File: src/common/cpu_pkg.sv
package cpu_pkg;

    typedef logic [31:0] word_t;
    typedef logic [7:0] byte_t;

    // Operation byte at the start of each instruction.
    typedef enum logic [7:0] {
        OP_NOP   = 8'h00,
        OP_MOVI  = 8'h01,
        OP_ADD   = 8'h02,
        OP_SUB   = 8'h03,
        OP_OUT   = 8'h04,
        OP_JMP   = 8'h05,
        OP_SETIV = 8'h06,
        OP_EI    = 8'h07,
        OP_IRET  = 8'h08,
        OP_HALT  = 8'h09
    } opcode_e;

    // Register 0 is IP, registers 1 to 7 are A to G.
    typedef logic [2:0] reg_idx_t;
    localparam reg_idx_t REG_IP = 3'd0;
    localparam reg_idx_t REG_A = 3'd1;

    typedef enum logic [2:0] {
        FETCH_OPERATION,
        FETCH_OPERAND1,
        FETCH_OPERAND2,
        EXECUTE,
        RUN_INTERRUPT,
        ADD_INTERRUPTS,
        HALTED
    } cpu_state_e;

    // One operation byte and two four-byte operands.
    localparam word_t INSTR_BYTES = 32'd9;
    localparam int OPERAND_BYTES = 4;

    typedef struct packed {
        byte_t irq_type;
        word_t value;
    } irq_entry_t;

    localparam byte_t IRQ_TYPE_KEY = 8'd0;
    localparam int NUM_IRQ = 4;
    typedef logic [$clog2(NUM_IRQ)-1:0] vec_idx_t;

endpackage

File: src/logic/alu.sv
`timescale 1ns/1ps

module alu
    import cpu_pkg::*;
(
    input  opcode_e op_i,
    input  word_t   a_i,
    input  word_t   b_i,
    output word_t   result_o
);

    // Sums and differences wrap at 32 bits.
    always_comb
    begin
        case (op_i)
            OP_ADD:  result_o = a_i + b_i;
            OP_SUB:  result_o = a_i - b_i;
            OP_MOVI: result_o = b_i;
            default: result_o = a_i;
        endcase
    end

endmodule

File: config.mk
export PLATFORM = sky130hd
export DESIGN_NAME = alu
export DESIGN_NICKNAME = d
export VERILOG_FILES = /design/src/common/cpu_pkg.sv /design/src/logic/alu.sv
export SDC_FILE = /design/constraint.sdc
export NUM_CORES = 1
export LEC_CHECK = 0
export BUFFER_PORTS_ARGS = -buffer_cell sky130_fd_sc_hd__buf_4
export CORE_MARGIN = 4
export CORE_UTILIZATION = 40
export DETAILED_ROUTE_END_ITERATION = 10
export GPL_TIMING_DRIVEN = 1
export PLACE_DENSITY_LB_ADDON = 0.15
export REMOVE_ABC_BUFFERS = 1
export SLEW_MARGIN = 20
export SYNTH_ARGS = -nofsm -noshare
export SYNTH_HDL_FRONTEND = slang
export SYNTH_SLANG_ARGS = --single-unit
File: constraint.sdc
create_clock -name vclk -period 5.49
set_input_delay 0.2745 -clock vclk [all_inputs]
set_output_delay 0.2745 -clock vclk [all_outputs]
set_load 0.03 [all_outputs]
==> impl_metrics.ini <==
[outcome]
status = complete, no violations

[drt]
firstDrtPassIters = 5
postRouteAntennaNets = 0
drc = 0
dr_total_vias = 3338
routedWlPerCell_um = 15.3
viasPerCell = 5.72
wl_um = 8920
drt_first_iter_violations = 194

[cells_and_area]
drive_gt1_frac = 0.260
final_util = 0.538
nets = 595
regArea_sq_um = 0
area_growth_pct = 31.2
diodes = 0
flops_and_latches = 0
clkbuf_count = 0
fin_area_sq_um = 3650

[pwr]
p_int_mw = 0.161
power_mw = 0.360
vdd_ir_drop_max_mv = 0.0484
seq_power_share = 0
p_sw_frac = 0.553
comb_power_share = 1.000
power.leakage_nw = 1.72
power_density_nw_per_um2 = 98.5
switching_power_mw = 0.199
clockPowerShare = 0

[sta]
tns_ps = 0
tightest_slew_ps = 543
rsz0062_at_grt = no
slew_headroom = 0.636
finalHoldViolations = 0
max_freq_ghz = 0.200
final.min_clock_period_ps = 5000
fin_crit_sh = 0.911
finalSetupViolations = 0
finalMaxSlewViolations = 0

[critical_path]
critPathMaxFanout = 26
crit_arrival_ps = 4730
end_kind = output port
cp_common_cell = buf_4
critPathRequiredTime_ps = 5220
slowest_delay_ps = 500
cp-start-kind = primary input
cp_slowest_cell = or4_1
cp_cell_sequence = buf_4, or4_1, nor3_1, and2_1, nand2_1, buf_4, o21ai_0, inv_1, ha_1, nand2b_1, a21oi_1, a2111oi_1, o31ai_1, a31o_2, o31ai_1, o21ai_0, xnor2_1, o21ai_1, buf_4
path_class = in2out

[placement]
gp_congestion = 0.911
port-buffer-count = 104
postPlaceCellArea_sq_um = 3650
place_hpwl_um = 7150

[floorplan]
core_sq_um = 6790
die_w_um = 91.4
fp-row-count = 30
dieArea_sq_um = 8360
ios = 104
initial_utilization = 0.410
fp.dieH_um = 91.4

[synthesis]
synth_area_leaders = ha_1 14%, xor2_1 10%, o21ai_0 10%
synth_top_area_share = 0.144
ys_warn_count = 0
synth.distinct_cells = 57
syn_inst = 397
ys_seq_area_frac = 0
syn_area_sq_um = 2780
yosys.area.top_type = ha_1
syn_avg_cell_area_sq_um = 7.01
synth_common_cells = 56 x o21ai_0, 35 x a21oi_1, 33 x xor2_1, 32 x ha_1, 26 x a22oi_1
yosysMostFrequentCell = o21ai_0

[job]
maxCapViolations = 0

[clock_network]
post_cts_buffers = 0

[global_routing]
track_usage = 0.200
grt_max_degree = 33
grt_pass1_vias = 3112
antenna_found_initial = 0
grt_first_pass_wirelength_um = 14500
grt-ovfl-total = 0

[min_path]
min_path_type = in2out
==> kinds of logic after synthesis <==
| family | count (synthesis) | synth area share |
|---|---|---|
| buffers and inverters | 28 | 0.0409 |
| AND/OR/NAND/NOR | 97 | 0.200 |
| multiplexers | 1 | 0.00404 |
| AO/OA/AOI/OAI | 181 | 0.424 |
| XOR/XNOR | 57 | 0.179 |
| adder cells (fa/ha/maj) | 33 | 0.151 |
==> power by group through the flow <==
stage	Sequential [mW]	Combinational (mW)	Clock, mW
2_1_floorplan	0	0.233	0
3_3_place_gp	0	0.355	0
3_5_place_dp	0	0.356	0
4_1_cts	0	0.358	0
5_1_grt	0	0.397	0
6_report	0	0.360	0
==> through the flow <==
step	hold slack, ps	setup WS, ps	instances
after floorplan	787	561	380
after global placement	911	440	584
after detailed placement	905	366	584
after CTS	914	336	584
after global routing	933	7.38	584
final	914	487	584
==> timing repair <==
| item | in CTS | in global routing |
|---|---|---|
| hold buffers | 0 | 0 |
| setup endpoints to repair | 0 | 2 |
| gates resized for setup | 0 | 1 |
==> critical path: cells and delay by family <==
kind                     cells  cell delay (ps)
AO/OA/AOI/OAI                8             2020
XOR/XNOR                     1              160
adder cells (fa/ha/maj)      1              270
buffers and inverters        4              580
AND/OR/NAND/NOR              5             1410
==> routing by layer <==
metal	share of wire	routed length [um]	vias to the layer above	global-route usage
li1	-	-	1702	-
met3	0.065	577	2	0.0199
met4	0.0028	25	0	0.00879
met1	0.48	4240	1531	0.286
met5	0	0	-	0
met2	0.46	4080	103	0.337
==> area by class of cell <==
| type | count | area, sq um |
|---|---|---|
| multi-input cells | 369 | 2680 |
| repair buffers | 108 | 811 |
| fillers | 672 | 3140 |
| inverters | 11 | 41.3 |
| well taps | 96 | 120 |
==> cells in the final DEF, fill, tap and decap left out, types with 4 or more instances in the layout <==
cell,netlist,routed
nand4_1,5,5
xor2_1,33,33
a21o_1,13,13
xnor2_1,24,24
a22oi_1,26,26
buf_4,2,108
a21oi_1,35,35
o31ai_1,9,9
nor2_1,19,18
a31oi_1,5,5
o21ai_0,56,56
inv_1,11,11
nor3_1,4,4
nand2b_1,9,9
ha_1,32,32
nand2_1,25,25
and2_1,6,6
nand3_1,6,6
o41ai_1,6,6
==> worst paths after layout <==
kind | slack (ps) | from | cells past startpoint | end
hold / removal | 910 | a_i[20] | 4 | result_o[20]
setup / recovery | 490 | op_i[7] | 19 | result_o[31]
No activity file was read; power rests on OpenSTA's default activity.
