--- src/common/cpu_pkg.sv ---
package cpu_pkg;

    typedef logic [31:0] word_t;
    typedef logic [7:0] byte_t;

    // Operation byte at the start of each instruction.
    typedef enum logic [7:0] {
        OP_NOP   = 8'h00,
        OP_MOVI  = 8'h01,
        OP_ADD   = 8'h02,
        OP_SUB   = 8'h03,
        OP_OUT   = 8'h04,
        OP_JMP   = 8'h05,
        OP_SETIV = 8'h06,
        OP_EI    = 8'h07,
        OP_IRET  = 8'h08,
        OP_HALT  = 8'h09
    } opcode_e;

    // Register 0 is IP, registers 1 to 7 are A to G.
    typedef logic [2:0] reg_idx_t;
    localparam reg_idx_t REG_IP = 3'd0;
    localparam reg_idx_t REG_A = 3'd1;

    typedef enum logic [2:0] {
        FETCH_OPERATION,
        FETCH_OPERAND1,
        FETCH_OPERAND2,
        EXECUTE,
        RUN_INTERRUPT,
        ADD_INTERRUPTS,
        HALTED
    } cpu_state_e;

    // One operation byte and two four-byte operands.
    localparam word_t INSTR_BYTES = 32'd9;
    localparam int OPERAND_BYTES = 4;

    typedef struct packed {
        byte_t irq_type;
        word_t value;
    } irq_entry_t;

    localparam byte_t IRQ_TYPE_KEY = 8'd0;
    localparam int NUM_IRQ = 4;
    typedef logic [$clog2(NUM_IRQ)-1:0] vec_idx_t;

endpackage

--- src/logic/register_file.sv ---
`timescale 1ns/1ps

module register_file
    import cpu_pkg::*;
(
    input  logic     CLOCK_50,
    input  logic     rst_i,
    input  reg_idx_t rd_idx_a_i,
    input  reg_idx_t rd_idx_b_i,
    output word_t    rd_data_a_o,
    output word_t    rd_data_b_o,
    input  logic     wr_en_i,
    input  reg_idx_t wr_idx_i,
    input  word_t    wr_data_i,
    input  logic     ip_wr_en_i,
    input  word_t    ip_wr_data_i,
    input  logic     save_i,
    input  logic     restore_i,
    output word_t    ip_o
);

    localparam int NUM_REGS = 2**$bits(reg_idx_t);

    word_t regs [NUM_REGS];
    word_t shadow [NUM_REGS];

    assign rd_data_a_o = regs[rd_idx_a_i];
    assign rd_data_b_o = regs[rd_idx_b_i];
    assign ip_o = regs[REG_IP];

    always_ff @(posedge CLOCK_50)
    begin
        if (rst_i)
        begin
            for (int i = 0; i < NUM_REGS; i++)
                regs[i] <= '0;
        end
        else if (restore_i)
        begin
            regs <= shadow;
        end
        else
        begin
            if (wr_en_i)
                regs[wr_idx_i] <= wr_data_i;
            // The IP port wins if an instruction also targets IP.
            if (ip_wr_en_i)
                regs[REG_IP] <= ip_wr_data_i;
        end
    end

    // Shadow set takes the values from before this cycle's writes.
    always_ff @(posedge CLOCK_50)
    begin
        if (save_i)
            shadow <= regs;
    end

endmodule

--- config.mk ---
export PLATFORM = sky130hd
export DESIGN_NAME = register_file
export DESIGN_NICKNAME = d
export VERILOG_FILES = /design/src/common/cpu_pkg.sv /design/src/logic/register_file.sv
export SDC_FILE = /design/constraint.sdc
export NUM_CORES = 1
export LEC_CHECK = 0
export BUFFER_PORTS_ARGS = -buffer_cell sky130_fd_sc_hd__buf_2
export CAP_MARGIN = 20
export CORE_AREA = 2 2 229 231
export DETAILED_ROUTE_END_ITERATION = 16
export DIE_AREA = 0 0 231 233
export PLACE_DENSITY = 0.63
export SLEW_MARGIN = 20
export SYNTH_ARGS = -nofsm -noshare
export SYNTH_HDL_FRONTEND = slang
export SYNTH_SLANG_ARGS = --single-unit
--- constraint.sdc ---
create_clock -name CLOCK_50 -period 3.5 [get_ports CLOCK_50]
set_input_delay 0.35 -clock CLOCK_50 [delete_from_list [all_inputs] [get_ports CLOCK_50]]
set_output_delay 0.35 -clock CLOCK_50 [all_outputs]
set_load 0.02 [all_outputs]
==> reports/results.tsv <==
stage	metric	value	unit
clock_network	path_clk_slew	0.06	ns
route	first_iter_violations	1345	
yosys	synthCells	1762	
die	num_rows	83	
route	vias	15900	
critical_path	startpoint_type	primary input	
power	p_int	10.9	mW
critical_path	worstPathCellList	buf_4, buf_12, mux4_1, mux2_2, buf_2	
grt	antenna_found_initial	0	
sta	finalSetupViolCount	0	
route	dr.pass1.iters	7	
route	ant_nets	0	
die	die_y	233	um
power	p_sw	3.70	mW
power	power_density	545	nW/um^2
die	core	51100	um^2
die	start_util	46.8	%
clock_network	cts_resized	0	
sta	finalSetupTns	0	ns
cells_and_area	antenna_cells	0	
sta	hold_violations	0	
route	routed_via_density	6.25	
power	leakage	9.27	nW
clock_network	cts_made_buffers	54	
yosys	synth_nets	1841	
job	cap_violations	0	
critical_path	worstPathMaxFanout	28	
clock_network	postCtsSetupBuffers	0	
sta	post-route-period-util	71.8	%
die	boundaryPins	175	
sta	period_needed	2.51	ns
grt	grt_pass1_wl	97.1	mm
critical_path	path_buf_inv	3	
critical_path	endpoint_kind	output pin	
grt	grt_max_degree	107	
placed_design	port_buffers	174	
die	die_x	231	um
clock_network	clockBufferDepth	3	
yosys	ys_seq_area_share	53.6	%
placed_design	finalWeightedCongestion	0.786	
route	routedWlPerCell	24.7	um
cells_and_area	area_delta_synth_final	11.8	%
critical_path	arrival	2.16	ns
status	status	completed	
clock_network	holdBufCountCts	0	
clock_network	clock_latency	0.60	ns
power	irDropWorstVdd	0.330	mV
yosys	ys_warn_count	0	
critical_path	crit_path_top_delay_cell	mux4_1	
worst_hold_path	holdCritPathClass	primary input to flop	
grt	grt_overflow_total	0	
route	drc	0	
yosys	synth.distinct_cells	24	
grt	grt_usage	23.4	%
clock_network	cts_tree	built	
power	power	14.6	mW
critical_path	cpLargestDelayFamily	multiplexers	
power	pwr-share-comb	12.4	%
sta	rsz0062_at_grt	false	
power	power_frac_clock	38.9	%
placed_design	hpwl	38.1	mm
critical_path	cpPeakStageDelay	0.59	ns
cells_and_area	final_nets	1905	
sta	max-slew-margin-rel	32.8	%
sta	fmaxAchievable	398	MHz
critical_path	critPathKind	primary input to output pin	
yosys	synth_seq_cells	512	
power	power_frac_seq	48.7	%
sta	tightestPinTransition	1.01	ns
clock_network	cts.htree.levels	2	
yosys	synth.avg_cell_area	13.6	um^2
die	die_area	53800	um^2
cells_and_area	fin_util	52.4	%
grt	grt_pass1_vias	15800	
yosys	synth_area	23900	um^2
route	wl	62.9	mm
clock_network	cts.sinks	512	
sta	finClkSkew	0.0189	ns
critical_path	required	3.15	ns
cells_and_area	drive_gt1_share	29.6	%
sta	slew_violations	0	
power	power_switching_share	25.4	%
clock_network	root_buffer	clkbuf_16	
power by group through the flow:
| stage | logic [mW] | registers (mW) | clock network (mW) |
|---|---|---|---|
| 2_1_floorplan | 1.33 | 7.10 | 0 |
| 3_3_place_gp | 1.77 | 7.20 | 0 |
| 3_5_place_dp | 1.81 | 7.23 | 0 |
| 4_1_cts | 1.82 | 7.10 | 5.79 |
| 5_1_grt | 1.95 | 7.16 | 6.01 |
| 6_report | 1.81 | 7.11 | 5.67 |
synth_stat cells:
master | count | area (um^2)
and4bb_1 | 3 | 37.5
mux2_2 | 64 | 721
and4_1 | 1 | 8.76
buf_4 | 53 | 398
buf_6 | 35 | 394
a2111oi_2 | 34 | 510
nor3_1 | 256 | 1280
mux4_2 | 111 | 2500
nor3b_1 | 32 | 240
buf_1 | 2 | 7.51
nor4b_1 | 1 | 8.76
nand2_1 | 1 | 3.75
clkbuf_1 | 66 | 248
nor2_1 | 33 | 124
buf_2 | 59 | 295
nor2b_1 | 256 | 1600
a2111oi_1 | 179 | 1790
nand2b_1 | 1 | 6.26
and4b_1 | 3 | 30.0
o221a_2 | 32 | 360
dfxtp_1 | 256 | 5120
mux4_1 | 17 | 447
a2111oi_0 | 11 | 96.3
edfxtp_1 | 256 | 7690
state kept, by name (all words and copies together) (netlist names):
register,flops
shadow,256
regs,224
ip_o,32
cells by family after synthesis:
| group | Yosys count | share of synthesized area [%] |
|---|---|---|
| simple gates | 587 | 14.0 |
| compound gates | 256 | 11.5 |
| flops | 512 | 53.6 |
| mux | 192 | 15.3 |
| buf+inv | 215 | 5.61 |
per-stage QoR:
step	cell area, um^2	cells	worst slack [ns]	hold slack [ns]
global placement	25000	2450	1.02	0.457
global route	26800	2550	0.929	0.0235
detailed placement	25000	2450	0.968	0.461
finish	26800	2550	0.987	0.0412
floorplan	23900	1762	1.61	0.437
CTS	26800	2550	0.966	0.00246
worst paths after layout:
path	startpoint	endpoint	slack, ns	cells past startpoint
hold / removal	wr_data_i[30]	ip_o[30]$_SDFFE_PP0P_	0.04	2
hold reg to reg	regs[155]$_SDFFE_PP0P_	shadow[155]$_DFFE_PP_	0.48	0
setup reg to reg	regs[59]$_SDFFE_PP0P_	regs[59]$_SDFFE_PP0P_	2.46	2
setup / recovery	rd_idx_a_i[1]	rd_data_a_o[11]	0.99	5
final cells by class:
type / count / area, um^2
Tap cell: 680 / 851
Multi-Input combinational cell: 1035 / 9780
Sequential cell: 512 / 12800
Clock inverter: 26 / 204
Timing Repair Buffer: 223 / 1570
Clock buffer: 74 / 1540
Fill cell: 4328 / 24300
per-layer routing:
metal	routed length [um]	global-route usage [%]	up-vias
li1	-	-	7156
met1	28500	33.5	8188
met2	29900	37.3	497
met3	3420	3.50	84
met4	1150	6.31	0
met5	0	0	-
cells in the final DEF, fill, tap and decap left out, types with 3 or more instances in the layout:
cell type    n
clkbuf_8     9
buf_12      23
mux2_2      64
buf_2      167
buf_8        3
o221a_2     32
a2111oi_2   34
nor3_1     256
dfxtp_1    256
and4b_2      3
clkinv_2    11
clkbuf_1    10
clkbuf_16   55
edfxtp_1   256
nor2_1      33
clkinv_1     9
buf_4       30
mux4_1      17
a2111oi_0   11
mux4_2     111
a2111oi_1  179
nor3b_1     32
nor2b_1    256
bufinv_16    3
No activity file was read; power rests on OpenSTA's default activity.
