`config.mk`:
```
export PLATFORM = sky130hd
export DESIGN_NAME = interrupt_controller
export DESIGN_NICKNAME = d
export VERILOG_FILES = /design/src/common/cpu_pkg.sv /design/src/interrupt/interrupt_controller.sv /design/src/logic/sync_fifo.sv
export SDC_FILE = /design/constraint.sdc
export NUM_CORES = 1
export LEC_CHECK = 0
export BUFFER_PORTS_ARGS = -buffer_cell sky130_fd_sc_hd__buf_2
export CORE_MARGIN = 2
export CORE_UTILIZATION = 51
export DETAILED_ROUTE_END_ITERATION = 16
export GPL_TIMING_DRIVEN = 0
export PLACE_DENSITY = 0.88
export SLEW_MARGIN = 20
export SYNTH_ARGS = -nofsm -noshare
export SYNTH_HDL_FRONTEND = slang
export SYNTH_SLANG_ARGS = --single-unit
```
`constraint.sdc`:
```
create_clock -name CLOCK_50 -period 2.32 [get_ports CLOCK_50]
set_input_delay 0.116 -clock CLOCK_50 [delete_from_list [all_inputs] [get_ports CLOCK_50]]
set_output_delay 0.116 -clock CLOCK_50 [all_outputs]
set_load 0.05 [all_outputs]
```
`src/common/cpu_pkg.sv`:
```
package cpu_pkg;

    typedef logic [31:0] word_t;
    typedef logic [7:0] byte_t;

    // Operation byte at the start of each instruction.
    typedef enum logic [7:0] {
        OP_NOP   = 8'h00,
        OP_MOVI  = 8'h01,
        OP_ADD   = 8'h02,
        OP_SUB   = 8'h03,
        OP_OUT   = 8'h04,
        OP_JMP   = 8'h05,
        OP_SETIV = 8'h06,
        OP_EI    = 8'h07,
        OP_IRET  = 8'h08,
        OP_HALT  = 8'h09
    } opcode_e;

    // Register 0 is IP, registers 1 to 7 are A to G.
    typedef logic [2:0] reg_idx_t;
    localparam reg_idx_t REG_IP = 3'd0;
    localparam reg_idx_t REG_A = 3'd1;

    typedef enum logic [2:0] {
        FETCH_OPERATION,
        FETCH_OPERAND1,
        FETCH_OPERAND2,
        EXECUTE,
        RUN_INTERRUPT,
        ADD_INTERRUPTS,
        HALTED
    } cpu_state_e;

    // One operation byte and two four-byte operands.
    localparam word_t INSTR_BYTES = 32'd9;
    localparam int OPERAND_BYTES = 4;

    typedef struct packed {
        byte_t irq_type;
        word_t value;
    } irq_entry_t;

    localparam byte_t IRQ_TYPE_KEY = 8'd0;
    localparam int NUM_IRQ = 4;
    typedef logic [$clog2(NUM_IRQ)-1:0] vec_idx_t;

endpackage

```
`src/interrupt/interrupt_controller.sv`:
```
`timescale 1ns/1ps

module interrupt_controller
    import cpu_pkg::*;
#(
    parameter int KEY_FIFO_DEPTH = 5,
    parameter int IRQ_FIFO_DEPTH = 10
)
(
    input  logic     CLOCK_50,
    input  logic     rst_i,
    input  logic     key_valid_i,
    input  byte_t    key_code_i,
    input  logic     key_enable_i,
    input  logic     key_pop_i,
    output logic     key_pending_o,
    input  logic     irq_pop_i,
    output logic     irq_pending_o,
    output word_t    irq_value_o,
    output word_t    irq_vector_o,
    input  logic     vec_we_i,
    input  vec_idx_t vec_idx_i,
    input  word_t    vec_addr_i
);

    byte_t key_head;
    logic key_push;
    logic key_empty;
    logic key_full;
    logic key_pop_q;

    irq_entry_t irq_push_data;
    irq_entry_t irq_head;
    logic irq_empty;
    logic irq_full;

    word_t vec_table [NUM_IRQ];

    // Keys pressed with interrupts off are dropped here.
    assign key_push = key_valid_i && key_enable_i && !key_full;

    sync_fifo #(
        .item_t(byte_t),
        .DEPTH (KEY_FIFO_DEPTH)
    ) key_fifo (
        .CLOCK_50   (CLOCK_50),
        .rst_i      (rst_i),
        .push_i     (key_push),
        .push_data_i(key_code_i),
        .pop_i      (key_pop_i),
        .pop_data_o (key_head),
        .empty_o    (key_empty),
        .full_o     (key_full)
    );

    // The popped scancode is out one cycle later and becomes a KEY entry then.
    always_ff @(posedge CLOCK_50)
    begin
        if (rst_i)
            key_pop_q <= 1'b0;
        else
            key_pop_q <= key_pop_i && !key_empty;
    end

    assign irq_push_data = '{irq_type: IRQ_TYPE_KEY, value: word_t'(key_head)};

    sync_fifo #(
        .item_t(irq_entry_t),
        .DEPTH (IRQ_FIFO_DEPTH)
    ) irq_fifo (
        .CLOCK_50   (CLOCK_50),
        .rst_i      (rst_i),
        .push_i     (key_pop_q),
        .push_data_i(irq_push_data),
        .pop_i      (irq_pop_i),
        .pop_data_o (irq_head),
        .empty_o    (irq_empty),
        .full_o     (irq_full)
    );

    // Scancodes wait in their own FIFO while the interrupt FIFO is full.
    assign key_pending_o = !key_empty && !irq_full;
    assign irq_pending_o = !irq_empty;
    assign irq_value_o = irq_head.value;
    assign irq_vector_o = vec_table[vec_idx_t'(irq_head.irq_type)];

    always_ff @(posedge CLOCK_50)
    begin
        if (rst_i)
        begin
            for (int i = 0; i < NUM_IRQ; i++)
                vec_table[i] <= '0;
        end
        else if (vec_we_i)
        begin
            vec_table[vec_idx_i] <= vec_addr_i;
        end
    end

endmodule

```
`src/logic/sync_fifo.sv`:
```
`timescale 1ns/1ps

module sync_fifo
    import cpu_pkg::*;
#(
    parameter type item_t = byte_t,
    parameter int DEPTH = 4
)
(
    input  logic  CLOCK_50,
    input  logic  rst_i,
    input  logic  push_i,
    input  item_t push_data_i,
    input  logic  pop_i,
    output item_t pop_data_o,
    output logic  empty_o,
    output logic  full_o
);

    localparam int PTR_BITS = (DEPTH > 1) ? $clog2(DEPTH) : 1;
    localparam int CNT_BITS = $clog2(DEPTH + 1);

    item_t mem [DEPTH];
    logic [PTR_BITS-1:0] wr_ptr;
    logic [PTR_BITS-1:0] rd_ptr;
    logic [CNT_BITS-1:0] count;
    logic do_push;
    logic do_pop;

    // Depth need not be a power of two.
    function automatic logic [PTR_BITS-1:0] next_ptr(input logic [PTR_BITS-1:0] ptr);
        return (ptr == PTR_BITS'(DEPTH - 1)) ? '0 : ptr + 1'b1;
    endfunction

    assign empty_o = (count == '0);
    assign full_o = (count == CNT_BITS'(DEPTH));
    assign do_push = push_i && !full_o;
    assign do_pop = pop_i && !empty_o;

    always_ff @(posedge CLOCK_50)
    begin
        if (rst_i)
        begin
            wr_ptr <= '0;
            rd_ptr <= '0;
            count <= '0;
        end
        else
        begin
            if (do_push)
                wr_ptr <= next_ptr(wr_ptr);
            if (do_pop)
                rd_ptr <= next_ptr(rd_ptr);
            if (do_push && !do_pop)
                count <= count + 1'b1;
            else if (do_pop && !do_push)
                count <= count - 1'b1;
        end
    end

    // Read data stays until the next pop.
    always_ff @(posedge CLOCK_50)
    begin
        if (do_push)
            mem[wr_ptr] <= push_data_i;
        if (do_pop)
            pop_data_o <= mem[rd_ptr];
    end

endmodule

```
==> results.tsv <==
stage	metric	value	unit
sta	setup_viol	10	
clock_tree	cts_root_buf	clkbuf_16	
global_route	grt_antenna_before_repair	0	
finish	instances_no_fill	845	
power_and_ir_drop	power_frac_clock	28.8	%
outcome	violations	setup timing	
power_and_ir_drop	total_power	9.60	mW
critical_path	crit_path_end_kind	flip-flop	
clock_tree	insertion_delay	0.44	ns
global_route	grt.busiest_layer	met2	
finish	drive_above_1_share	34.3	%
finish	final_util	66.0	%
floorplanning	dieHeight	126	µm
sta	post-route-period-util	105	%
logic_synthesis	ys_ff_latch	190	
logic_synthesis	synth_edf_count	168	
logic_synthesis	synth.most_common_cell	edfxtp_1	
critical_path	worstSetupPathType	reg2reg	
route	drtIter0Drc	364	
global_route	grt_use_met3	5.61	%
global_route	grt_pass1_wl	24.7	mm
logic_synthesis	synth_cells	464	
worst_hold_path	min_path_cells	2	
route	vias	4551	
critical_path	crit_slowest_cell	or4_4	
power_and_ir_drop	leakage	3.53	nW
power_and_ir_drop	comb_power_share	25.5	%
clock_tree	cts_num_sinks	190	
sta	holdWs	0.0374	ns
floorplanning	die_area	15900	µm²
finish	fin_area	9620	µm²
outcome	status	complete, but fails checks	
power_and_ir_drop	p_int	6.69	mW
global_route	grt_pass1_vias	4704	
clock_tree	clkTransAtPathRegs	0.06	ns
place	place_area	8560	µm²
floorplanning	pin_count	115	
logic_synthesis	ys_top_cells_by_area	edfxtp_1, mux4_2, dfxtp_1, and2_1, buf_4	
place	place.gp.congestion	0.819	
power_and_ir_drop	swShare	30.3	%
clock_tree	numCtsBuffers	17	
global_route	globalRouteTotalUtil	20.5	%
critical_path	cp_top_family	simple AND/OR/NAND/NOR gates	
clock_tree	htreeDepth	4	
critical_path	r2r_cells	9	
power_and_ir_drop	ir_worst_vdd	0.578	mV
clock_tree	cts_tree	done	
sta	setup_tns	-0.185	ns
route	drc	0	
sta	relSlewSlack	46.5	%
logic_synthesis	ys_seq_area_share	71.9	%
finish	fin_nets	707	
route	postRouteAntennaNets	0	
finish	area.growth.synth_to_final	26.2	%
place	port_buffers	89	
critical_path	crit_path_start_kind	flip-flop	
route	drtPass1Iterations	5	
critical_path	critPathBufInv	1	
critical_path	arrival	2.77	ns
worst_hold_path	min_path_type	in2reg	
power_and_ir_drop	switchingPower	2.91	mW
route	routed_wl	15.7	mm
logic_synthesis	synth.avg_cell_area	16.4	µm²
run	cap_violations	0	
critical_path	cp_num_cells	9	
sta	rsz0062_at_grt	true	
logic_synthesis	synth_top_area_share	66.1	%
critical_path	slowest_delay	0.58	ns
power_and_ir_drop	p_seq_share	45.7	%
sta	period_minus_slack	2.44	ns
floorplanning	start_util	52.3	%
route	wl_per_cell	18.6	µm
place	dp_hpwl	9.88	mm
logic_synthesis	synth_common_cells	edfxtp_1, and2_1, nor2_1, buf_4, mux4_2	
critical_path	cpMostUsedCell	ha_4	
finish	antenna_cells	0	
global_route	met2_usage	36.4	%
logic_synthesis	syn-cell-area	7630	µm²
global_route	grt_overflow	0	
sta	layout_setup_ws	-0.125	ns
global_route	gr-usage-met1	23.4	%
sta	worst_slew_pin_slew	0.799	ns
logic_synthesis	synth-main-ff-cell	edfxtp_1	
logic_synthesis	synth_top_area_cell	edfxtp_1	
sta	final_max_slew_viol_count	0	
sta	skew	0.0138	ns
floorplanning	fp.dieW	126	µm
floorplanning	rows	44	
logic_synthesis	yosysWarnings	0	
global_route	grt_max_degree	33	
route	viasPerCell	5.39	
critical_path	worstPathRequired	2.64	ns
critical_path	cp_max_fo	4	
logic_synthesis	post_synth_num_cell_types	44	
sta	fmax	409	MHz
clock_tree	clk_path_buf_depth	2	
logic_synthesis	async_flop_share	0	%
power_and_ir_drop	power_density	997	nW/µm²
critical_path	path_cells	or4_4, nand2_8, ha_4, inv_4, ha_4, a21oi_4, a211oi_2, a31oi_1, mux2_2	
place	dpl.cell_count	766	
place	dp_slack	-0.261	ns
sta	hold_violations	0	
floorplanning	core	14600	µm²
-- timing repair --
item | 4_1_cts | 5_1_grt
buffers inserted | 4 | 4
pin swaps | 3 | 3
gates resized for setup | 5 | 12
endpoints found under the hold margin | 72 | 0
setup endpoints to repair | 2 | 11
hold buffers | 40 | 0
-- metal layers --
layer	vias to the layer above	routed length, µm
met2	177	8640
met1	2271	5910
met4	0	408
met5	-	0
met3	38	788
li1	2065	-
-- worst register-to-register path: stages, from the launching register on --
cell and delay, ns:
dfxtp_4 0.35, or4_4 0.58, nand2_8 0.11, ha_4 0.14, inv_4 0.05, ha_4 0.23
a21oi_4 0.14, a211oi_2 0.09, a31oi_1 0.27, mux2_2 0.38
-- placed cells by master, fill, tap and decap left out, drive strengths merged, types with 4 or more instances in the layout --
cell and n:
a22oi 8, conb 24, mux2 9, mux2i 4, and2 32, clkbuf 34
o21ai 6, nor3 6, nand2 19, mux4 24, nor4 5, xor2 6
nor2 26, nor2b 4, inv 11, nand2b 9, ha 8, buf 134
edfxtp 168, dfxtp 22, clkinv 8, dlygate4sd3 40, o211ai 9, a21oi 11
-- state kept, by name (all words and copies together) (netlist names) --
signal	flops
key_pop_q	1
key_fifo.wr_ptr	3
key_fifo.count	3
irq_fifo.count	4
irq_fifo.mem	80
key_fifo.pop_data_o	8
irq_fifo.wr_ptr	4
key_fifo.rd_ptr	3
vec_table	32
irq_fifo.pop_data_o	8
key_fifo.mem	40
irq_fifo.rd_ptr	4
-- final cells by class --
cell class | count | area [µm²]
plain buffers | 46 | 287
clock buffers | 19 | 433
clock inverters | 13 | 124
fillers | 940 | 4960
inverters | 11 | 43.8
multi-input cells | 239 | 2060
flip-flops and latches | 190 | 5500
well taps | 184 | 230
repair buffers | 143 | 948
-- worst paths after layout --
| path | start | to | slack [ns] |
|---|---|---|---|
| max | irq_fifo.count[0] | irq_fifo.count[3] | -0.12 |
| min | vec_addr_i[7] | vec_table[0][7] | 0.04 |
| max reg2reg | irq_fifo.count[0] | irq_fifo.count[3] | -0.12 |
| min reg2reg | key_fifo.count[2] | key_fifo.count[2] | 0.55 |
-- cells by family after synthesis --
family                     Yosys count  share of synthesized area [%]
buffers and inverters               58                           4.33
other                                1                         0.0492
DFF                                190                           71.9
AOI/OAI and AO/OA                   40                           3.41
muxes                               37                           8.94
and+or+nand+nor                    120                           8.60
xor gates and xnor gates             8                          0.919
adders and majority gates           10                           1.84
-- power groups by stage --
| stage | Clock, mW | Combinational [mW] | Sequential (mW) |
|---|---|---|---|
| final | 2.77 | 2.45 | 4.39 |
| after global routing | 2.93 | 2.62 | 4.42 |
| after CTS | 2.79 | 2.31 | 4.37 |
| after detailed placement | 0 | 2.22 | 4.45 |
| after global placement | 0 | 2.12 | 4.41 |
| after floorplan | 0 | 1.47 | 4.67 |
No activity file was read; power rests on OpenSTA's default activity.
