==> config.mk <==
export PLATFORM = sky130hd
export DESIGN_NAME = cpu_control
export DESIGN_NICKNAME = d
export VERILOG_FILES = /design/src/common/cpu_pkg.sv /design/src/control/cpu_control.sv
export SDC_FILE = /design/constraint.sdc
export NUM_CORES = 1
export LEC_CHECK = 0
export ABC_AREA = 1
export BUFFER_PORTS_ARGS = -buffer_cell sky130_fd_sc_hd__buf_2
export CAP_MARGIN = 5
export CORE_AREA = 2 2 170 172
export DETAILED_ROUTE_END_ITERATION = 12
export DIE_AREA = 0 0 172 174
export GPL_ROUTABILITY_DRIVEN = 0
export PLACE_DENSITY = 0.48
export SYNTH_ARGS = -nofsm -noshare
export SYNTH_HDL_FRONTEND = slang
export SYNTH_SLANG_ARGS = --single-unit
==> constraint.sdc <==
create_clock -name CLOCK_50 -period 7.65 [get_ports CLOCK_50]
set_clock_uncertainty 0.05 [all_clocks]
set_input_delay 0.3825 -clock CLOCK_50 [delete_from_list [all_inputs] [get_ports CLOCK_50]]
set_output_delay 0.3825 -clock CLOCK_50 [all_outputs]
set_load 0.05 [all_outputs]
==> src/common/cpu_pkg.sv <==
package cpu_pkg;

    typedef logic [31:0] word_t;
    typedef logic [7:0] byte_t;

    // Operation byte at the start of each instruction.
    typedef enum logic [7:0] {
        OP_NOP   = 8'h00,
        OP_MOVI  = 8'h01,
        OP_ADD   = 8'h02,
        OP_SUB   = 8'h03,
        OP_OUT   = 8'h04,
        OP_JMP   = 8'h05,
        OP_SETIV = 8'h06,
        OP_EI    = 8'h07,
        OP_IRET  = 8'h08,
        OP_HALT  = 8'h09
    } opcode_e;

    // Register 0 is IP, registers 1 to 7 are A to G.
    typedef logic [2:0] reg_idx_t;
    localparam reg_idx_t REG_IP = 3'd0;
    localparam reg_idx_t REG_A = 3'd1;

    typedef enum logic [2:0] {
        FETCH_OPERATION,
        FETCH_OPERAND1,
        FETCH_OPERAND2,
        EXECUTE,
        RUN_INTERRUPT,
        ADD_INTERRUPTS,
        HALTED
    } cpu_state_e;

    // One operation byte and two four-byte operands.
    localparam word_t INSTR_BYTES = 32'd9;
    localparam int OPERAND_BYTES = 4;

    typedef struct packed {
        byte_t irq_type;
        word_t value;
    } irq_entry_t;

    localparam byte_t IRQ_TYPE_KEY = 8'd0;
    localparam int NUM_IRQ = 4;
    typedef logic [$clog2(NUM_IRQ)-1:0] vec_idx_t;

endpackage

==> src/control/cpu_control.sv <==
`timescale 1ns/1ps

module cpu_control
    import cpu_pkg::*;
#(
    parameter int MEM_ADDR_BITS = 10
)
(
    input  logic                     CLOCK_50,
    input  logic                     rst_i,
    input  logic                     run_i,
    output logic [MEM_ADDR_BITS-1:0] fetch_addr_o,
    input  byte_t                    fetch_data_i,
    output reg_idx_t                 rd_idx_a_o,
    output reg_idx_t                 rd_idx_b_o,
    input  word_t                    rd_data_a_i,
    input  word_t                    rd_data_b_i,
    input  word_t                    ip_i,
    output logic                     wr_en_o,
    output reg_idx_t                 wr_idx_o,
    output word_t                    wr_data_o,
    output logic                     ip_wr_en_o,
    output word_t                    ip_wr_data_o,
    output logic                     save_o,
    output logic                     restore_o,
    output opcode_e                  alu_op_o,
    output word_t                    alu_a_o,
    output word_t                    alu_b_o,
    input  word_t                    alu_result_i,
    output logic                     key_enable_o,
    input  logic                     key_pending_i,
    output logic                     key_pop_o,
    input  logic                     irq_pending_i,
    output logic                     irq_pop_o,
    input  word_t                    irq_value_i,
    input  word_t                    irq_vector_i,
    output logic                     vec_we_o,
    output vec_idx_t                 vec_idx_o,
    output word_t                    vec_addr_o,
    output logic                     out_valid_o,
    output word_t                    out_data_o,
    output logic                     halted_o
);

    localparam int CNT_BITS = $clog2(OPERAND_BYTES);

    // Interrupt entry steps: check and pop, wait for FIFO data, enter the ISR.
    localparam logic [1:0] IRQ_CHECK = 2'd0;
    localparam logic [1:0] IRQ_WAIT = 2'd1;
    localparam logic [1:0] IRQ_ENTER = 2'd2;

    cpu_state_e state;
    logic rd_wait;
    logic [CNT_BITS-1:0] byte_cnt;
    logic [1:0] irq_step;
    logic ie;
    logic irq_running;

    opcode_e operation;
    word_t operand1;
    word_t operand2;
    logic [3:0] byte_off;

    logic executing;
    logic irq_entry;
    logic writes_reg;

    // Byte offset inside the instruction for the current fetch.
    always_comb
    begin
        case (state)
            FETCH_OPERAND1: byte_off = 4'd1 + 4'(byte_cnt);
            FETCH_OPERAND2: byte_off = 4'(1 + OPERAND_BYTES) + 4'(byte_cnt);
            default:        byte_off = 4'd0;
        endcase
    end

    assign fetch_addr_o = ip_i[MEM_ADDR_BITS-1:0] + MEM_ADDR_BITS'(byte_off);

    assign executing = (state == EXECUTE);
    assign irq_entry = (state == RUN_INTERRUPT) && (irq_step == IRQ_ENTER);
    assign writes_reg = operation inside {OP_MOVI, OP_ADD, OP_SUB};

    // Operand1 names the first register, operand2 the second or an immediate.
    assign rd_idx_a_o = reg_idx_t'(operand1);
    assign rd_idx_b_o = reg_idx_t'(operand2);
    assign alu_op_o = operation;
    assign alu_a_o = rd_data_a_i;
    assign alu_b_o = (operation == OP_MOVI) ? operand2 : rd_data_b_i;

    // Interrupt entry writes the value into A.
    assign wr_en_o = (executing && writes_reg) || irq_entry;
    assign wr_idx_o = irq_entry ? REG_A : reg_idx_t'(operand1);
    assign wr_data_o = irq_entry ? irq_value_i : alu_result_i;

    // IRET takes IP from the shadow set and HALT leaves it in place.
    assign ip_wr_en_o = irq_entry || (executing && !(operation inside {OP_IRET, OP_HALT}));

    always_comb
    begin
        if (irq_entry)
            ip_wr_data_o = irq_vector_i;
        else if (operation == OP_JMP)
            ip_wr_data_o = operand2;
        else
            ip_wr_data_o = ip_i + INSTR_BYTES;
    end

    assign save_o = irq_entry;
    assign restore_o = executing && (operation == OP_IRET);

    assign vec_we_o = executing && (operation == OP_SETIV);
    assign vec_idx_o = vec_idx_t'(operand1);
    assign vec_addr_o = operand2;

    assign irq_pop_o = (state == RUN_INTERRUPT) && (irq_step == IRQ_CHECK)
                       && !irq_running && irq_pending_i;
    assign key_pop_o = (state == ADD_INTERRUPTS) && ie && key_pending_i;
    assign key_enable_o = ie;
    assign halted_o = (state == HALTED);

    always_ff @(posedge CLOCK_50)
    begin
        if (rst_i)
        begin
            state <= FETCH_OPERATION;
            rd_wait <= 1'b0;
            byte_cnt <= '0;
            irq_step <= IRQ_CHECK;
            ie <= 1'b0;
            irq_running <= 1'b0;
            out_valid_o <= 1'b0;
        end
        else
        begin
            out_valid_o <= 1'b0;
            case (state)
                FETCH_OPERATION:
                begin
                    // Idle at IP 0 until run_i rises.
                    if (rd_wait)
                    begin
                        rd_wait <= 1'b0;
                        state <= FETCH_OPERAND1;
                    end
                    else if (run_i)
                    begin
                        rd_wait <= 1'b1;
                    end
                end
                FETCH_OPERAND1, FETCH_OPERAND2:
                begin
                    rd_wait <= !rd_wait;
                    if (rd_wait)
                    begin
                        if (byte_cnt == CNT_BITS'(OPERAND_BYTES - 1))
                        begin
                            byte_cnt <= '0;
                            state <= (state == FETCH_OPERAND1) ? FETCH_OPERAND2 : EXECUTE;
                        end
                        else
                        begin
                            byte_cnt <= byte_cnt + 1'b1;
                        end
                    end
                end
                EXECUTE:
                begin
                    if (operation == OP_OUT)
                        out_valid_o <= 1'b1;
                    if (operation == OP_EI)
                        ie <= 1'b1;
                    if (operation == OP_IRET)
                        irq_running <= 1'b0;
                    state <= (operation == OP_HALT) ? HALTED : RUN_INTERRUPT;
                end
                RUN_INTERRUPT:
                begin
                    case (irq_step)
                        IRQ_CHECK:
                        begin
                            if (!irq_running && irq_pending_i)
                                irq_step <= IRQ_WAIT;
                            else
                                state <= ADD_INTERRUPTS;
                        end
                        IRQ_WAIT:
                        begin
                            irq_step <= IRQ_ENTER;
                        end
                        default:
                        begin
                            irq_running <= 1'b1;
                            irq_step <= IRQ_CHECK;
                            state <= ADD_INTERRUPTS;
                        end
                    endcase
                end
                ADD_INTERRUPTS:
                begin
                    // At most one scancode per instruction, popped above.
                    state <= FETCH_OPERATION;
                end
                default:
                begin
                    state <= HALTED;
                end
            endcase
        end
    end

    // The instruction bytes shift in from the top, low byte first.
    always_ff @(posedge CLOCK_50)
    begin
        if (rd_wait)
        begin
            if (state == FETCH_OPERATION)
                operation <= opcode_e'(fetch_data_i);
            else if (state == FETCH_OPERAND1)
                operand1 <= {fetch_data_i, operand1[31:8]};
            else if (state == FETCH_OPERAND2)
                operand2 <= {fetch_data_i, operand2[31:8]};
        end
        if (executing && (operation == OP_OUT))
            out_data_o <= rd_data_a_i;
    end

endmodule

==> metrics.md <==
| Metric | Value |
|---|---|
| Status | `completed` |
| Worst-path cell chain | `nor2_2 -> nand2_2 -> inv_2 -> nand2_4 -> nor2_8 -> inv_2 -> buf_4 -> o21ai_0 -> inv_1 -> a21oi_1 -> buf_2` |
| Combinational power share | `around 38%` |
| Pwr/cell area | `211 nW/um^2` |
| Hold_ws | `170 ps` |
| Synth Area in Adders | `1.54%` |
| CTS tree | `yes` |
| CTS clk-pin slew, worst paths | `70 ps` |
| Core area | `28,200 um^2` |
| Simple-gate portion of the synthesized area | `between 20 and 30%` |
| DRC violations left | `0` |
| CP endpoint | `ip_wr_data_o[20]` |
| Post-CTS setup buffers | `0` |
| Seq/Total Area, Yosys | `between 40% and 50%` |
| Mux cell area share after synthesis | `under 10%` |
| Compound-Gate Fraction of Synth Area | `6.56%` |
| Xor and xnor area share after synthesis | `~2%` |
| Worst setup EP type | `output port` |
| Setup-failing EPs final | `0` |
| Number of hold buffers added after CTS | `0` |
| Clk sinks | `95` |
| P_sw | `about 780 uW` |
| Die Ht | `around 170 um` |
| Mapped Area | `slightly above 6000 um^2` |
| Port buffer count | `between 400 and 500` |
| Slowest cell on crit path | `nor2_8` |
| Synth warn | `0` |
| Startpoint types | `register` |
| Antenna viol nets, final | `0` |
| Crit path depth | `11` |
| Root Buffer | `clkbuf_16` |
| Synthesized area per cell | `just under 8 um^2` |
| Fin. Hold Viols | `0` |
| Post-Syn Nets | `1,004` |
| Top cell by count, worst path | `inv_2` |
| Max-cap violation count | `0` |
| Num CTS Buffers | `9` |
| P&R area growth vs syn | `42.0%` |
| FMAX | `between 200 and 300 MHz` |
| Post-CTS sizing | `0` |
| Kind of critical path | `reg2out` |
| DR vias/cell | `between 4 and 5` |
| Setup TNS | `0 ps` |
| Ports | `roughly 440` |
| GRT Total Usage | `a little under a fifth` |
| Crit path DAT | `2940 ps` |
| Worst path top cell family by delay | `simple AND/OR/NAND/NOR gates` |
| Via count | `between 6k and 7k` |
| Effective utilization at floorplan | `around 22%` |
| Most frequent cells in the layout | `buf_2 (435), nand2_1 (277), edfxtp_1 (84)` |
| Antenna violations before repair | `1` |
| Die X-Extent | `172 um` |
| Fin. max-slew vios | `0` |
| Share of layout cells above drive strength 1 | `41.8%` |
| Clock Power Share | `around a quarter` |
| Most common cell after layout, fill and taps aside | `buf_2` |
| First-pass GRT wire length | `just under 40,000 um` |
| Largest family of logic cells by synthesized area | `simple AND/OR/NAND/NOR gates` |
| Worst Hold Class | `in2reg` |
| Minimum clock period | `3370 ps` |
| Slew margin rel. | `a little over a quarter` |
| Buf+Inv Stages, Crit Path | `5` |
| Top FF cell, synth | `edfxtp_1` |
| 1st-iter DRT viols | `437` |
| Total Power | `1.85 mW` |
| Buffer levels on the longest clock path | `2` |
| Total die area | `between 20,000 and 30,000 um^2` |
| Nets | `1,393` |
| Mapped Cells | `roughly 790` |
| Cell count of the worst reg-to-reg path | `6` |
| Worst reg2reg endpoint | `out_data_o[12]` |
| Critical path startpoint | `state[1]` |
| Clock latency on the worst-skew pair | `340 ps` |
| CP max FO | `slightly above 70` |
| Vias in the first global route | `roughly 6.3k` |
| Post-DP HPWL | `23,100 um` |
| GRT overflow | `0` |
| Reg2Reg Launch Point | `alu_op_o[5]` |
| Slowest stage delay, CP | `650 ps` |
| Sw Ratio | `42.0%` |
| Peak supply drop | `around 0.000084 V` |
| Sequential share of power | `about 36%` |
| R2r setup slk | `5640 ps` |
| Final Util | `around 31%` |
| Yosys reg bits | `95` |
| Detailed-router iteration count before antenna repair | `5` |
| Internal Power | `around 1.1 mW` |
| Slew @ Worst Pin | `roughly 1100 ps` |
| H-tree depth | `3` |
| Wire length per cell | `between 15 and 20 um` |
| Worst EP required | `7220 ps` |
| Cell Rows | `62` |
| Static Leak | `between 4 and 5 nW` |
| Tcrit/Tclk final | `between 40 and 50%` |
| Largest net degree at the start of global routing | `72` |
| EDFF count, synth | `84` |
| FILL cells | `about 3.2k` |
| RSZ-0062 raised after global routing | `no` |
| Final wirelength | `between 20,000 and 30,000 um` |
| Asr flop ratio synth | `0%` |
| Yosys cell types | `37` |
worst min path at each step:
stage	start	endpoint	slack (ps)	cells past startpoint
6_report	rd_data_a_i[29]	out_data_o[29]	170	1
4_1_cts	rd_data_a_i[29]	out_data_o[29]	150	1
5_1_grt	rd_data_a_i[4]	out_data_o[4]	150	1
2_1_floorplan	operand1[8]	operand1[0]	350	0
3_5_place_dp	operand1[9]	operand1[1]	350	0
3_3_place_gp	operand1[9]	operand1[1]	350	0
Yosys cell counts (all sizes together) (2+ instances only):
master	count	area, um^2
buf	59	420
nor2	88	383
o21ai	49	249
mux2	21	236
nor3	3	15.0
nand3	56	280
ha	6	75.1
inv	76	285
nand3b	9	67.6
nand2	281	1070
edfxtp	84	2520
a31oi	3	18.8
clkbuf	2	7.51
xnor2	5	43.8
dfxtp	11	220
or2	4	25.0
o211ai	2	15.0
xor2	9	78.8
a21oi	16	80.1
worst register-to-register path, stage by stage (launching register included):
cell and delay (ps):
edfxtp_1 390, nor2_1 130, nand2_1 200, nor2_1 290, nand2_1 130, nor2_2 90, buf_4 370
through the flow:
stage	cell area [um^2]	worst slack, ps	cells
after floorplan	6160	4580	792
after global placement	8430	4650	1554
after detailed placement	8430	4590	1554
after CTS	8750	4200	1570
after global routing	8760	4030	1571
final	8760	4280	1571
cell families (layout without fill, tap and decap cells):
family	Yosys count	after routing
muxes	21	21
DFF	95	95
xor gates and xnor gates	14	14
AOI/OAI and AO/OA	75	75
and+or+nand+nor	442	442
buffers and inverters	138	532
other	0	1
adders and majority gates	7	7
routing by layer:
layer	vias up	routed length [um]	track usage, %
met5	-	0	0
met4	0	309	3.54
met3	16	2050	3.89
met2	354	13500	30.8
met1	3062	12400	23.5
li1	3303	-	-
cell type report:
type                            instances  area [um^2]  area share [%]
Multi-Input combinational cell        559         2720            31.0
Timing Repair Buffer                  439         2210            25.2
Inverter                               77          289            3.30
Clock inverter                          6         90.1            1.03
Antenna cell                            1         2.50          0.0286
Sequential cell                        95         2740            31.3
Clock buffer                           10          229            2.62
Tap cell                              384          480            5.49
state kept, by name, summed over array words and instances (netlist names), 2 cells and up, named ones only:
| name | flops |
|---|---|
| alu_op_o | 8 |
| byte_cnt | 2 |
| irq_step | 2 |
| operand1 | 12 |
| out_data_o | 32 |
| state | 2 |
| vec_addr_o | 32 |
power by group through the flow:
| stage | Sequential [mW] | Clock (mW) | Combinational [mW] |
|---|---|---|---|
| global route | 0.667 | 0.532 | 0.740 |
| floorplan | 0.727 | 0 | 0.431 |
| detailed placement | 0.673 | 0 | 0.700 |
| CTS | 0.662 | 0.511 | 0.700 |
| global placement | 0.671 | 0 | 0.697 |
| finish | 0.661 | 0.493 | 0.693 |
Note: power is estimated with default switching activity, not from simulation.
